--- config.mk ---
export PLATFORM = sky130hd
export DESIGN_NAME = axil_register_subsystem
export DESIGN_NICKNAME = d
export VERILOG_FILES = /design/src/common/regbus_pkg.sv /design/src/axil_slave/axil_skid_buffer.sv /design/src/axil_slave/axil_register_cu.sv /design/src/rtl/register_bank.sv /design/src/rtl/axil_register_subsystem.sv
export VERILOG_INCLUDE_DIRS = /design/src /design/src/common
export SDC_FILE = /design/constraint.sdc
export NUM_CORES = 2
export LEC_CHECK = 0
export ABC_CLOCK_PERIOD_IN_PS = 5000
export BUFFER_PORTS_ARGS = -buffer_cell sky130_fd_sc_hd__buf_4
export CORE_MARGIN = 3
export CORE_UTILIZATION = 55
export CTS_BUF_LIST = sky130_fd_sc_hd__clkbuf_2 sky130_fd_sc_hd__clkbuf_4 sky130_fd_sc_hd__clkbuf_8
export CTS_CLUSTER_DIAMETER = 150
export DETAILED_ROUTE_END_ITERATION = 10
export MAX_ROUTING_LAYER = met4
export PLACE_DENSITY_LB_ADDON = 0.1
export SETUP_SLACK_MARGIN = 0.02
export SLEW_MARGIN = 20
export SYNTH_ARGS = -nofsm -noshare
export SYNTH_HDL_FRONTEND = slang
export SYNTH_HIERARCHICAL = 1
export SYNTH_SLANG_ARGS = --single-unit
--- constraint.sdc ---
create_clock -name clock -period 5 [get_ports clock]
set_input_delay 0.75 -clock clock [delete_from_list [all_inputs] [get_ports clock]]
set_output_delay 0.75 -clock clock [all_outputs]
set_load 0.01 [all_outputs]
--- src/common/regbus_defines.svh ---
////////////////////////////////////////
// Build-time parameters of the AXI4-Lite
// register slave. Include wherever a width,
// the register count, the base address or
// the buffer option is needed.
////////////////////////////////////////
`ifndef REGBUS_DEFINES_SVH
`define REGBUS_DEFINES_SVH

// Register and AXI data width, strobe is this over 8
`define REGBUS_DATA_WIDTH 32

// Power of two, at most 256
`define REGBUS_NUM_REGISTERS 16

// Wide enough for the largest register count
`define REGBUS_INDEX_WIDTH 8

`define REGBUS_BASE_ADDRESS 32'h4000_0000

// 1 adds an output register to every skid buffer
`define REGBUS_REGISTERED_BUFFERS 0

`endif

--- src/common/regbus_pkg.sv ---
////////////////////////////////////////
// Types shared by the register slave and
// its testbench: AXI4-Lite channel
// payloads and the internal register
// request and response strobes.
////////////////////////////////////////
`include "regbus_defines.svh"

package regbus_pkg;

    localparam logic [1:0] RESP_OKAY = 2'b00;

    // AXI4-Lite channel payloads, valid and ready travel separately
    typedef struct packed {
        logic [31:0] addr;
    } axil_aw_t;

    typedef struct packed {
        logic [`REGBUS_DATA_WIDTH-1:0]   data;
        logic [`REGBUS_DATA_WIDTH/8-1:0] strb;
    } axil_w_t;

    typedef struct packed {
        logic [31:0] addr;
    } axil_ar_t;

    typedef struct packed {
        logic [1:0] resp;
    } axil_b_t;

    typedef struct packed {
        logic [`REGBUS_DATA_WIDTH-1:0] data;
        logic [1:0]                    resp;
    } axil_r_t;

    // Single-cycle strobes between control unit and register bank
    typedef struct packed {
        logic                            valid;
        logic [`REGBUS_INDEX_WIDTH-1:0]  index;
        logic [`REGBUS_DATA_WIDTH-1:0]   data;
        logic [`REGBUS_DATA_WIDTH/8-1:0] strb;
    } reg_write_t;

    typedef struct packed {
        logic                           valid;
        logic [`REGBUS_INDEX_WIDTH-1:0] index;
    } reg_read_req_t;

    typedef struct packed {
        logic                          valid;
        logic [`REGBUS_DATA_WIDTH-1:0] data;
    } reg_read_rsp_t;

endpackage

--- src/axil_slave/axil_skid_buffer.sv ---
////////////////////////////////////////
// Valid/ready skid buffer for one AXI
// channel. in_ready comes from a flop, so
// it never depends on out_ready. Set
// REGISTER_OUTPUT to add one output stage.
////////////////////////////////////////
module axil_skid_buffer #(
    parameter int DATA_WIDTH      = 32,
    parameter bit REGISTER_OUTPUT = 1'b0
) (
    input  logic                  clock,
    input  logic                  reset,
    input  logic                  in_valid,
    output logic                  in_ready,
    input  logic [DATA_WIDTH-1:0] in_data,
    output logic                  out_valid,
    input  logic                  out_ready,
    output logic [DATA_WIDTH-1:0] out_data
);

    // Skid entry holds one item that could not move on
    logic                  skid_valid;
    logic [DATA_WIDTH-1:0] skid_data;

    // Stage feeding the output, either directly or through a register
    logic                  stage_valid;
    logic                  stage_ready;
    logic [DATA_WIDTH-1:0] stage_data;

    assign in_ready    = ~skid_valid;
    assign stage_valid = in_valid | skid_valid;
    assign stage_data  = skid_valid ? skid_data : in_data;

    always_ff @(posedge clock) begin
        if (!reset) begin
            skid_valid <= 1'b0;
        end else if (in_valid && in_ready && !stage_ready) begin
            skid_valid <= 1'b1;
        end else if (stage_ready) begin
            skid_valid <= 1'b0;
        end
    end

    // Capture whenever empty, only kept when the output stalls
    always_ff @(posedge clock) begin
        if (in_ready) begin
            skid_data <= in_data;
        end
    end

    generate
        if (REGISTER_OUTPUT) begin : g_output_register
            assign stage_ready = ~out_valid | out_ready;

            always_ff @(posedge clock) begin
                if (!reset) begin
                    out_valid <= 1'b0;
                end else if (stage_ready) begin
                    out_valid <= stage_valid;
                end
            end

            always_ff @(posedge clock) begin
                if (stage_ready) begin
                    out_data <= stage_data;
                end
            end
        end else begin : g_pass_through
            // Empty buffer hands the input on in the same cycle
            assign stage_ready = out_ready;
            assign out_valid   = stage_valid;
            assign out_data    = stage_data;
        end
    endgenerate

endmodule

--- src/axil_slave/axil_register_cu.sv ---
////////////////////////////////////////
// AXI4-Lite control unit. Buffers AW, W
// and AR, pairs each write address with
// its data, turns addresses into register
// indices and drives the B and R channels.
// Talks to the bank with one-cycle strobes.
////////////////////////////////////////
`include "regbus_defines.svh"

module axil_register_cu (
    input  logic                      clock,
    input  logic                      reset,
    input  logic                      aw_valid,
    output logic                      aw_ready,
    input  regbus_pkg::axil_aw_t      aw,
    input  logic                      w_valid,
    output logic                      w_ready,
    input  regbus_pkg::axil_w_t       w,
    output logic                      b_valid,
    input  logic                      b_ready,
    output regbus_pkg::axil_b_t       b,
    input  logic                      ar_valid,
    output logic                      ar_ready,
    input  regbus_pkg::axil_ar_t      ar,
    output logic                      r_valid,
    input  logic                      r_ready,
    output regbus_pkg::axil_r_t       r,
    output regbus_pkg::reg_write_t    reg_write,
    output regbus_pkg::reg_read_req_t reg_read_req,
    input  regbus_pkg::reg_read_rsp_t reg_read_rsp
);

    regbus_pkg::axil_aw_t aw_buf;
    regbus_pkg::axil_w_t  w_buf;
    regbus_pkg::axil_ar_t ar_buf;
    logic                 aw_buf_valid;
    logic                 w_buf_valid;
    logic                 ar_buf_valid;

    logic                 write_fire;
    logic                 read_fire;
    logic [29:0]          write_word;
    logic [29:0]          read_word;
    logic                 write_in_range;
    logic                 read_in_range;

    // One read in flight, with its range check kept for the reply
    logic                          read_pending;
    logic                          read_pending_in_range;
    logic [`REGBUS_DATA_WIDTH-1:0] r_data;

    // Word offset from the base, low two address bits dropped
    function automatic logic [29:0] address_to_word(input logic [31:0] address);
        logic [31:0] offset;
        offset = address - `REGBUS_BASE_ADDRESS;
        return offset[31:2];
    endfunction

    axil_skid_buffer #(
        .DATA_WIDTH($bits(regbus_pkg::axil_aw_t)),
        .REGISTER_OUTPUT(`REGBUS_REGISTERED_BUFFERS)
    ) aw_buffer_inst (
        .clock(clock),
        .reset(reset),
        .in_valid(aw_valid),
        .in_ready(aw_ready),
        .in_data(aw),
        .out_valid(aw_buf_valid),
        .out_ready(write_fire),
        .out_data(aw_buf)
    );

    axil_skid_buffer #(
        .DATA_WIDTH($bits(regbus_pkg::axil_w_t)),
        .REGISTER_OUTPUT(`REGBUS_REGISTERED_BUFFERS)
    ) w_buffer_inst (
        .clock(clock),
        .reset(reset),
        .in_valid(w_valid),
        .in_ready(w_ready),
        .in_data(w),
        .out_valid(w_buf_valid),
        .out_ready(write_fire),
        .out_data(w_buf)
    );

    axil_skid_buffer #(
        .DATA_WIDTH($bits(regbus_pkg::axil_ar_t)),
        .REGISTER_OUTPUT(`REGBUS_REGISTERED_BUFFERS)
    ) ar_buffer_inst (
        .clock(clock),
        .reset(reset),
        .in_valid(ar_valid),
        .in_ready(ar_ready),
        .in_data(ar),
        .out_valid(ar_buf_valid),
        .out_ready(read_fire),
        .out_data(ar_buf)
    );

    // Write needs both halves and room in the B slot
    assign write_fire     = aw_buf_valid & w_buf_valid & (~b_valid | b_ready);
    assign write_word     = address_to_word(aw_buf.addr);
    assign write_in_range = write_word < 30'(`REGBUS_NUM_REGISTERS);

    // Out-of-range writes are still acknowledged on B
    assign reg_write = '{
        valid: write_fire & write_in_range,
        index: write_word[`REGBUS_INDEX_WIDTH-1:0],
        data:  w_buf.data,
        strb:  w_buf.strb
    };

    assign b = '{resp: regbus_pkg::RESP_OKAY};

    always_ff @(posedge clock) begin
        if (!reset) begin
            b_valid <= 1'b0;
        end else if (write_fire) begin
            b_valid <= 1'b1;
        end else if (b_ready) begin
            b_valid <= 1'b0;
        end
    end

    // R slot is free or being emptied when a read is issued
    assign read_fire     = ar_buf_valid & ~read_pending & (~r_valid | r_ready);
    assign read_word     = address_to_word(ar_buf.addr);
    assign read_in_range = read_word < 30'(`REGBUS_NUM_REGISTERS);

    assign reg_read_req = '{
        valid: read_fire,
        index: read_word[`REGBUS_INDEX_WIDTH-1:0]
    };

    always_ff @(posedge clock) begin
        if (!reset) begin
            read_pending <= 1'b0;
            r_valid      <= 1'b0;
        end else begin
            if (read_fire) begin
                read_pending <= 1'b1;
            end else if (reg_read_rsp.valid) begin
                read_pending <= 1'b0;
            end
            if (reg_read_rsp.valid) begin
                r_valid <= 1'b1;
            end else if (r_ready) begin
                r_valid <= 1'b0;
            end
        end
    end

    always_ff @(posedge clock) begin
        if (read_fire) begin
            read_pending_in_range <= read_in_range;
        end
        // Large offsets alias in the index, so they are zeroed here
        if (reg_read_rsp.valid) begin
            r_data <= read_pending_in_range ? reg_read_rsp.data : '0;
        end
    end

    assign r = '{data: r_data, resp: regbus_pkg::RESP_OKAY};

endmodule

--- src/rtl/register_bank.sv ---
////////////////////////////////////////
// Register bank behind the control unit.
// Applies byte-strobed writes, answers
// each read one cycle later and drives
// all register values out in parallel.
////////////////////////////////////////
`include "regbus_defines.svh"

module register_bank (
    input  logic                      clock,
    input  logic                      reset,
    input  regbus_pkg::reg_write_t    reg_write,
    input  regbus_pkg::reg_read_req_t reg_read_req,
    output regbus_pkg::reg_read_rsp_t reg_read_rsp,
    output logic [`REGBUS_NUM_REGISTERS-1:0][`REGBUS_DATA_WIDTH-1:0] registers
);

    localparam int INDEX_BITS = $clog2(`REGBUS_NUM_REGISTERS);
    localparam int STRB_WIDTH = `REGBUS_DATA_WIDTH / 8;

    logic                          write_hit;
    logic                          read_hit;
    logic [INDEX_BITS-1:0]         write_slot;
    logic [INDEX_BITS-1:0]         read_slot;
    logic                          rsp_valid;
    logic [`REGBUS_DATA_WIDTH-1:0] rsp_data;

    // Byte k of the result comes from new_data when strobe bit k is set
    function automatic logic [`REGBUS_DATA_WIDTH-1:0] merge_bytes(
        input logic [`REGBUS_DATA_WIDTH-1:0] old_data,
        input logic [`REGBUS_DATA_WIDTH-1:0] new_data,
        input logic [STRB_WIDTH-1:0]         strobe
    );
        logic [`REGBUS_DATA_WIDTH-1:0] merged;
        merged = old_data;
        for (int k = 0; k < STRB_WIDTH; k++) begin
            if (strobe[k]) begin
                merged[k*8 +: 8] = new_data[k*8 +: 8];
            end
        end
        return merged;
    endfunction

    // One spare bit so a full 256-entry bank compares correctly
    assign write_hit = {1'b0, reg_write.index} < (`REGBUS_INDEX_WIDTH+1)'(`REGBUS_NUM_REGISTERS);
    assign read_hit  = {1'b0, reg_read_req.index} <
                       (`REGBUS_INDEX_WIDTH+1)'(`REGBUS_NUM_REGISTERS);

    assign write_slot = reg_write.index[INDEX_BITS-1:0];
    assign read_slot  = reg_read_req.index[INDEX_BITS-1:0];

    always_ff @(posedge clock) begin
        if (!reset) begin
            registers <= '0;
        end else if (reg_write.valid && write_hit) begin
            registers[write_slot] <= merge_bytes(registers[write_slot],
                                                 reg_write.data, reg_write.strb);
        end
    end

    always_ff @(posedge clock) begin
        if (!reset) begin
            rsp_valid <= 1'b0;
        end else begin
            rsp_valid <= reg_read_req.valid;
        end
    end

    // Unmapped indices read as zero
    always_ff @(posedge clock) begin
        if (reg_read_req.valid) begin
            rsp_data <= read_hit ? registers[read_slot] : '0;
        end
    end

    assign reg_read_rsp = '{valid: rsp_valid, data: rsp_data};

endmodule

--- src/rtl/axil_register_subsystem.sv ---
////////////////////////////////////////
// Top of the AXI4-Lite register slave.
// Connects the control unit to the bank
// and brings every register out to the
// user logic.
////////////////////////////////////////
`include "regbus_defines.svh"

module axil_register_subsystem (
    input  logic                 clock,
    input  logic                 reset,
    input  logic                 aw_valid,
    output logic                 aw_ready,
    input  regbus_pkg::axil_aw_t aw,
    input  logic                 w_valid,
    output logic                 w_ready,
    input  regbus_pkg::axil_w_t  w,
    output logic                 b_valid,
    input  logic                 b_ready,
    output regbus_pkg::axil_b_t  b,
    input  logic                 ar_valid,
    output logic                 ar_ready,
    input  regbus_pkg::axil_ar_t ar,
    output logic                 r_valid,
    input  logic                 r_ready,
    output regbus_pkg::axil_r_t  r,
    output logic [`REGBUS_NUM_REGISTERS-1:0][`REGBUS_DATA_WIDTH-1:0] registers
);

    regbus_pkg::reg_write_t    reg_write;
    regbus_pkg::reg_read_req_t reg_read_req;
    regbus_pkg::reg_read_rsp_t reg_read_rsp;

    axil_register_cu axil_register_cu_inst (
        .clock(clock),
        .reset(reset),
        .aw_valid(aw_valid),
        .aw_ready(aw_ready),
        .aw(aw),
        .w_valid(w_valid),
        .w_ready(w_ready),
        .w(w),
        .b_valid(b_valid),
        .b_ready(b_ready),
        .b(b),
        .ar_valid(ar_valid),
        .ar_ready(ar_ready),
        .ar(ar),
        .r_valid(r_valid),
        .r_ready(r_ready),
        .r(r),
        .reg_write(reg_write),
        .reg_read_req(reg_read_req),
        .reg_read_rsp(reg_read_rsp)
    );

    register_bank register_bank_inst (
        .clock(clock),
        .reset(reset),
        .reg_write(reg_write),
        .reg_read_req(reg_read_req),
        .reg_read_rsp(reg_read_rsp),
        .registers(registers)
    );

endmodule

==> flow_summary.yaml <==
status:
  outcome: "finished clean"
drt:
  wire_per_inst_um: 29.9
  drc_errors: 0
  postRouteAntennaNets: 0
  drt_iter0_drc: 4362
  wl_um: 150000
  num_vias: 33800
  first_pass_iters: 6
  vias_per_cell: 6.75
final_layout:
  syn2layout_area_growth_pct: 21.9
  stdcell_count: 5012
  final_area_sq_mm: 0.0435
  drive_above_1_share_pct: 31.5
  final_nets: 4172
clocking:
  tritoncts.num_buffers: 113
  max-clock-path-buffers: 3
  cts_hold_buf: 0
  cts.sinks: 680
  cts_tree: "built"
  clk_pin_slew_ns: 0.06
  h-tree-depth: 3
  clock-root-buffer: "clkbuf_8"
  post-cts-setup-buffers: 0
  clock_latency_ns: 0.75
  postCtsResizedCells: 0
logic_synthesis:
  avgSynthCellArea_sq_um: 10.0
  synth_cells: 3562
  ys_warn_count: 6
  netlist_area_sq_mm: 0.0357
grt:
  grt_pass1_vias: 31600
  track_usage_pct: 43.6
  grt_start_max_net_pins: 160
  grt_antenna_before_repair: 5
  grt_pass1_wl_um: 214000
  overflow: 0
setup_path:
  crit_path_end_kind: "flip-flop"
  critPathKind: "reg -> reg"
  crit_end: "register_bank_inst/registers[116]$_SDFFE_PN0P_"
  rrSetupSlack_ns: 0.78
  critPathMaxFanout: 46
  cp-start-kind: "flip-flop"
  arrival_ns: 4.87
  reg2reg_to: "register_bank_inst/registers[116]$_SDFFE_PN0P_"
  required_ns: 5.65
  rr_startpoint: "axil_register_cu_inst/aw_buffer_inst/skid_valid$_SDFFE_PN0P_"
  rr_worst_depth: 11
  cp-startpoint: "axil_register_cu_inst/aw_buffer_inst/skid_valid$_SDFFE_PN0P_"
power_and_ir_drop:
  pwr-share-seq_pct: 44.0
  power_frac_clock_pct: 42.5
  ir_drop_mv: 0.239
  swShare_pct: 28.2
  p_per_area_mw_per_mm2: 297
  total_leakage_power_nw: 17.5
  power.total_mw: 12.9
  combPwrFrac_pct: 13.5
  p_switching_mw: 3.65
  p_int_mw: 9.30
timing:
  tightest_slew_ns: 0.959
  finalCritPeriodShare_pct: 84.4
  clock-skew-final_ns: 0.0289
  fin_tns_setup_ns: 0
  slew_viol_final: 0
  slew_headroom_pct: 36.1
  setup-violations-final: 0
  rsz0062_at_grt: "no"
  holdWs_ns: 0.248
  hold_violations: 0
  min_period_ns: 4.22
  max_freq_ghz: 0.237
placement:
  gp_congestion: 0.984
  dpl_cell_area_sq_mm: 0.0410
  dp.cells: 4796
  portBuffers: 651
  hpwl_um: 106000
die:
  core_sq_mm: 0.0637
  fp.dieH_um: 261
  fp.dieArea_sq_mm: 0.0680
  ioPinCount: 660
  num_rows: 92
  start_util_pct: 56.1
  die_x_um: 261
hold_path:
  min_path_type: "in -> reg"
run:
  drv_cap: 0
-- registers in the layout, indices dropped and copies added (netlist names), 30 cells and up --
register / flops
register_bank_inst/registers: 512
axil_register_cu_inst/w_buffer_inst/skid_data: 36
axil_register_cu_inst/r_data: 32
register_bank_inst/rsp_data: 32
axil_register_cu_inst/ar_buffer_inst/skid_data: 30
axil_register_cu_inst/aw_buffer_inst/skid_data: 30
-- routing by layer --
metal | part of all wire, % | track usage [%] | vias to the layer above
met2 | 45 | 66.4 | 2371
met5 | 0 | - | -
met1 | 34 | 50.6 | 16300
met3 | 12 | 9.99 | 540
met4 | 9.4 | 32.1 | 0
li1 | - | - | 14600
-- stage by stage --
| step | utilization, % | setup WS (ns) |
|---|---|---|
| after CTS | 68.4 | 0.918 |
| after global placement | 64.3 | 0.987 |
| after global routing | 68.4 | 0.621 |
| final | 68.4 | 0.780 |
| after floorplan | - | 2.08 |
| after detailed placement | 64.3 | 0.951 |
-- power groups by stage --
stage | sequential [mW] | combinational [mW] | clock (mW)
floorplan | 5.79 | 1.20 | 0
global placement | 5.81 | 1.69 | 0
detailed placement | 5.82 | 1.70 | 0
CTS | 5.70 | 1.70 | 5.52
global route | 5.71 | 1.81 | 5.77
finish | 5.70 | 1.74 | 5.50
-- worst min path at each step --
| stage | start | to | slack [ns] | cells past startpoint |
|---|---|---|---|---|
| detailed placement | axil_register_cu_inst/ar_buffer_inst/skid_data[21]$_DFF_P_ | axil_register_cu_inst/ar_buffer_inst/skid_data[21]$_DFF_P_ | 0.46 | 1 |
| finish | ar[27] | axil_register_cu_inst/ar_buffer_inst/skid_data[27]$_DFF_P_ | 0.25 | 2 |
| global route | ar[27] | axil_register_cu_inst/ar_buffer_inst/skid_data[27]$_DFF_P_ | 0.22 | 2 |
| global placement | axil_register_cu_inst/ar_buffer_inst/skid_data[18]$_DFF_P_ | axil_register_cu_inst/ar_buffer_inst/skid_data[18]$_DFF_P_ | 0.45 | 1 |
| CTS | ar[18] | axil_register_cu_inst/ar_buffer_inst/skid_data[18]$_DFF_P_ | 0.20 | 2 |
| floorplan | axil_register_cu_inst/ar_buffer_inst/skid_data[30]$_DFF_P_ | axil_register_cu_inst/ar_buffer_inst/skid_data[30]$_DFF_P_ | 0.44 | 1 |
-- cell type report --
cell class / instances / area, sq um
fill: 5049 / 20100
multi-input combinational: 2487 / 19600
sequential: 680 / 14300
timing repair buffer: 744 / 5840
clock buffer: 178 / 2250
tap: 846 / 1060
clock inverter: 34 / 307
inverter: 39 / 146
antenna: 4 / 10.0
-- cells in the final DEF (no fill, tap or decap), types with 70 or more instances in the layout --
cell and count:
buf_4 723, dfxtp_1 611, nand3_1 413, mux2i_1 342
nand2_1 318, nand4_1 182, o211ai_1 178, o21ai_0 175
mux4_2 160, clkbuf_8 146, and2_1 112, o31ai_1 78
mux2_4 70
-- critical path, cell delays in order (launching register included) --
cell,delay (ns)
dfxtp_2,0.31
buf_4,0.46
mux2_4,0.35
nor4_1,0.46
nand4_1,0.20
nor3_2,0.26
and2_1,0.55
buf_4,0.32
and3_2,0.55
buf_12,0.31
nand4_1,0.14
o211ai_1,0.13
Power figures use the tool's default switching activity.
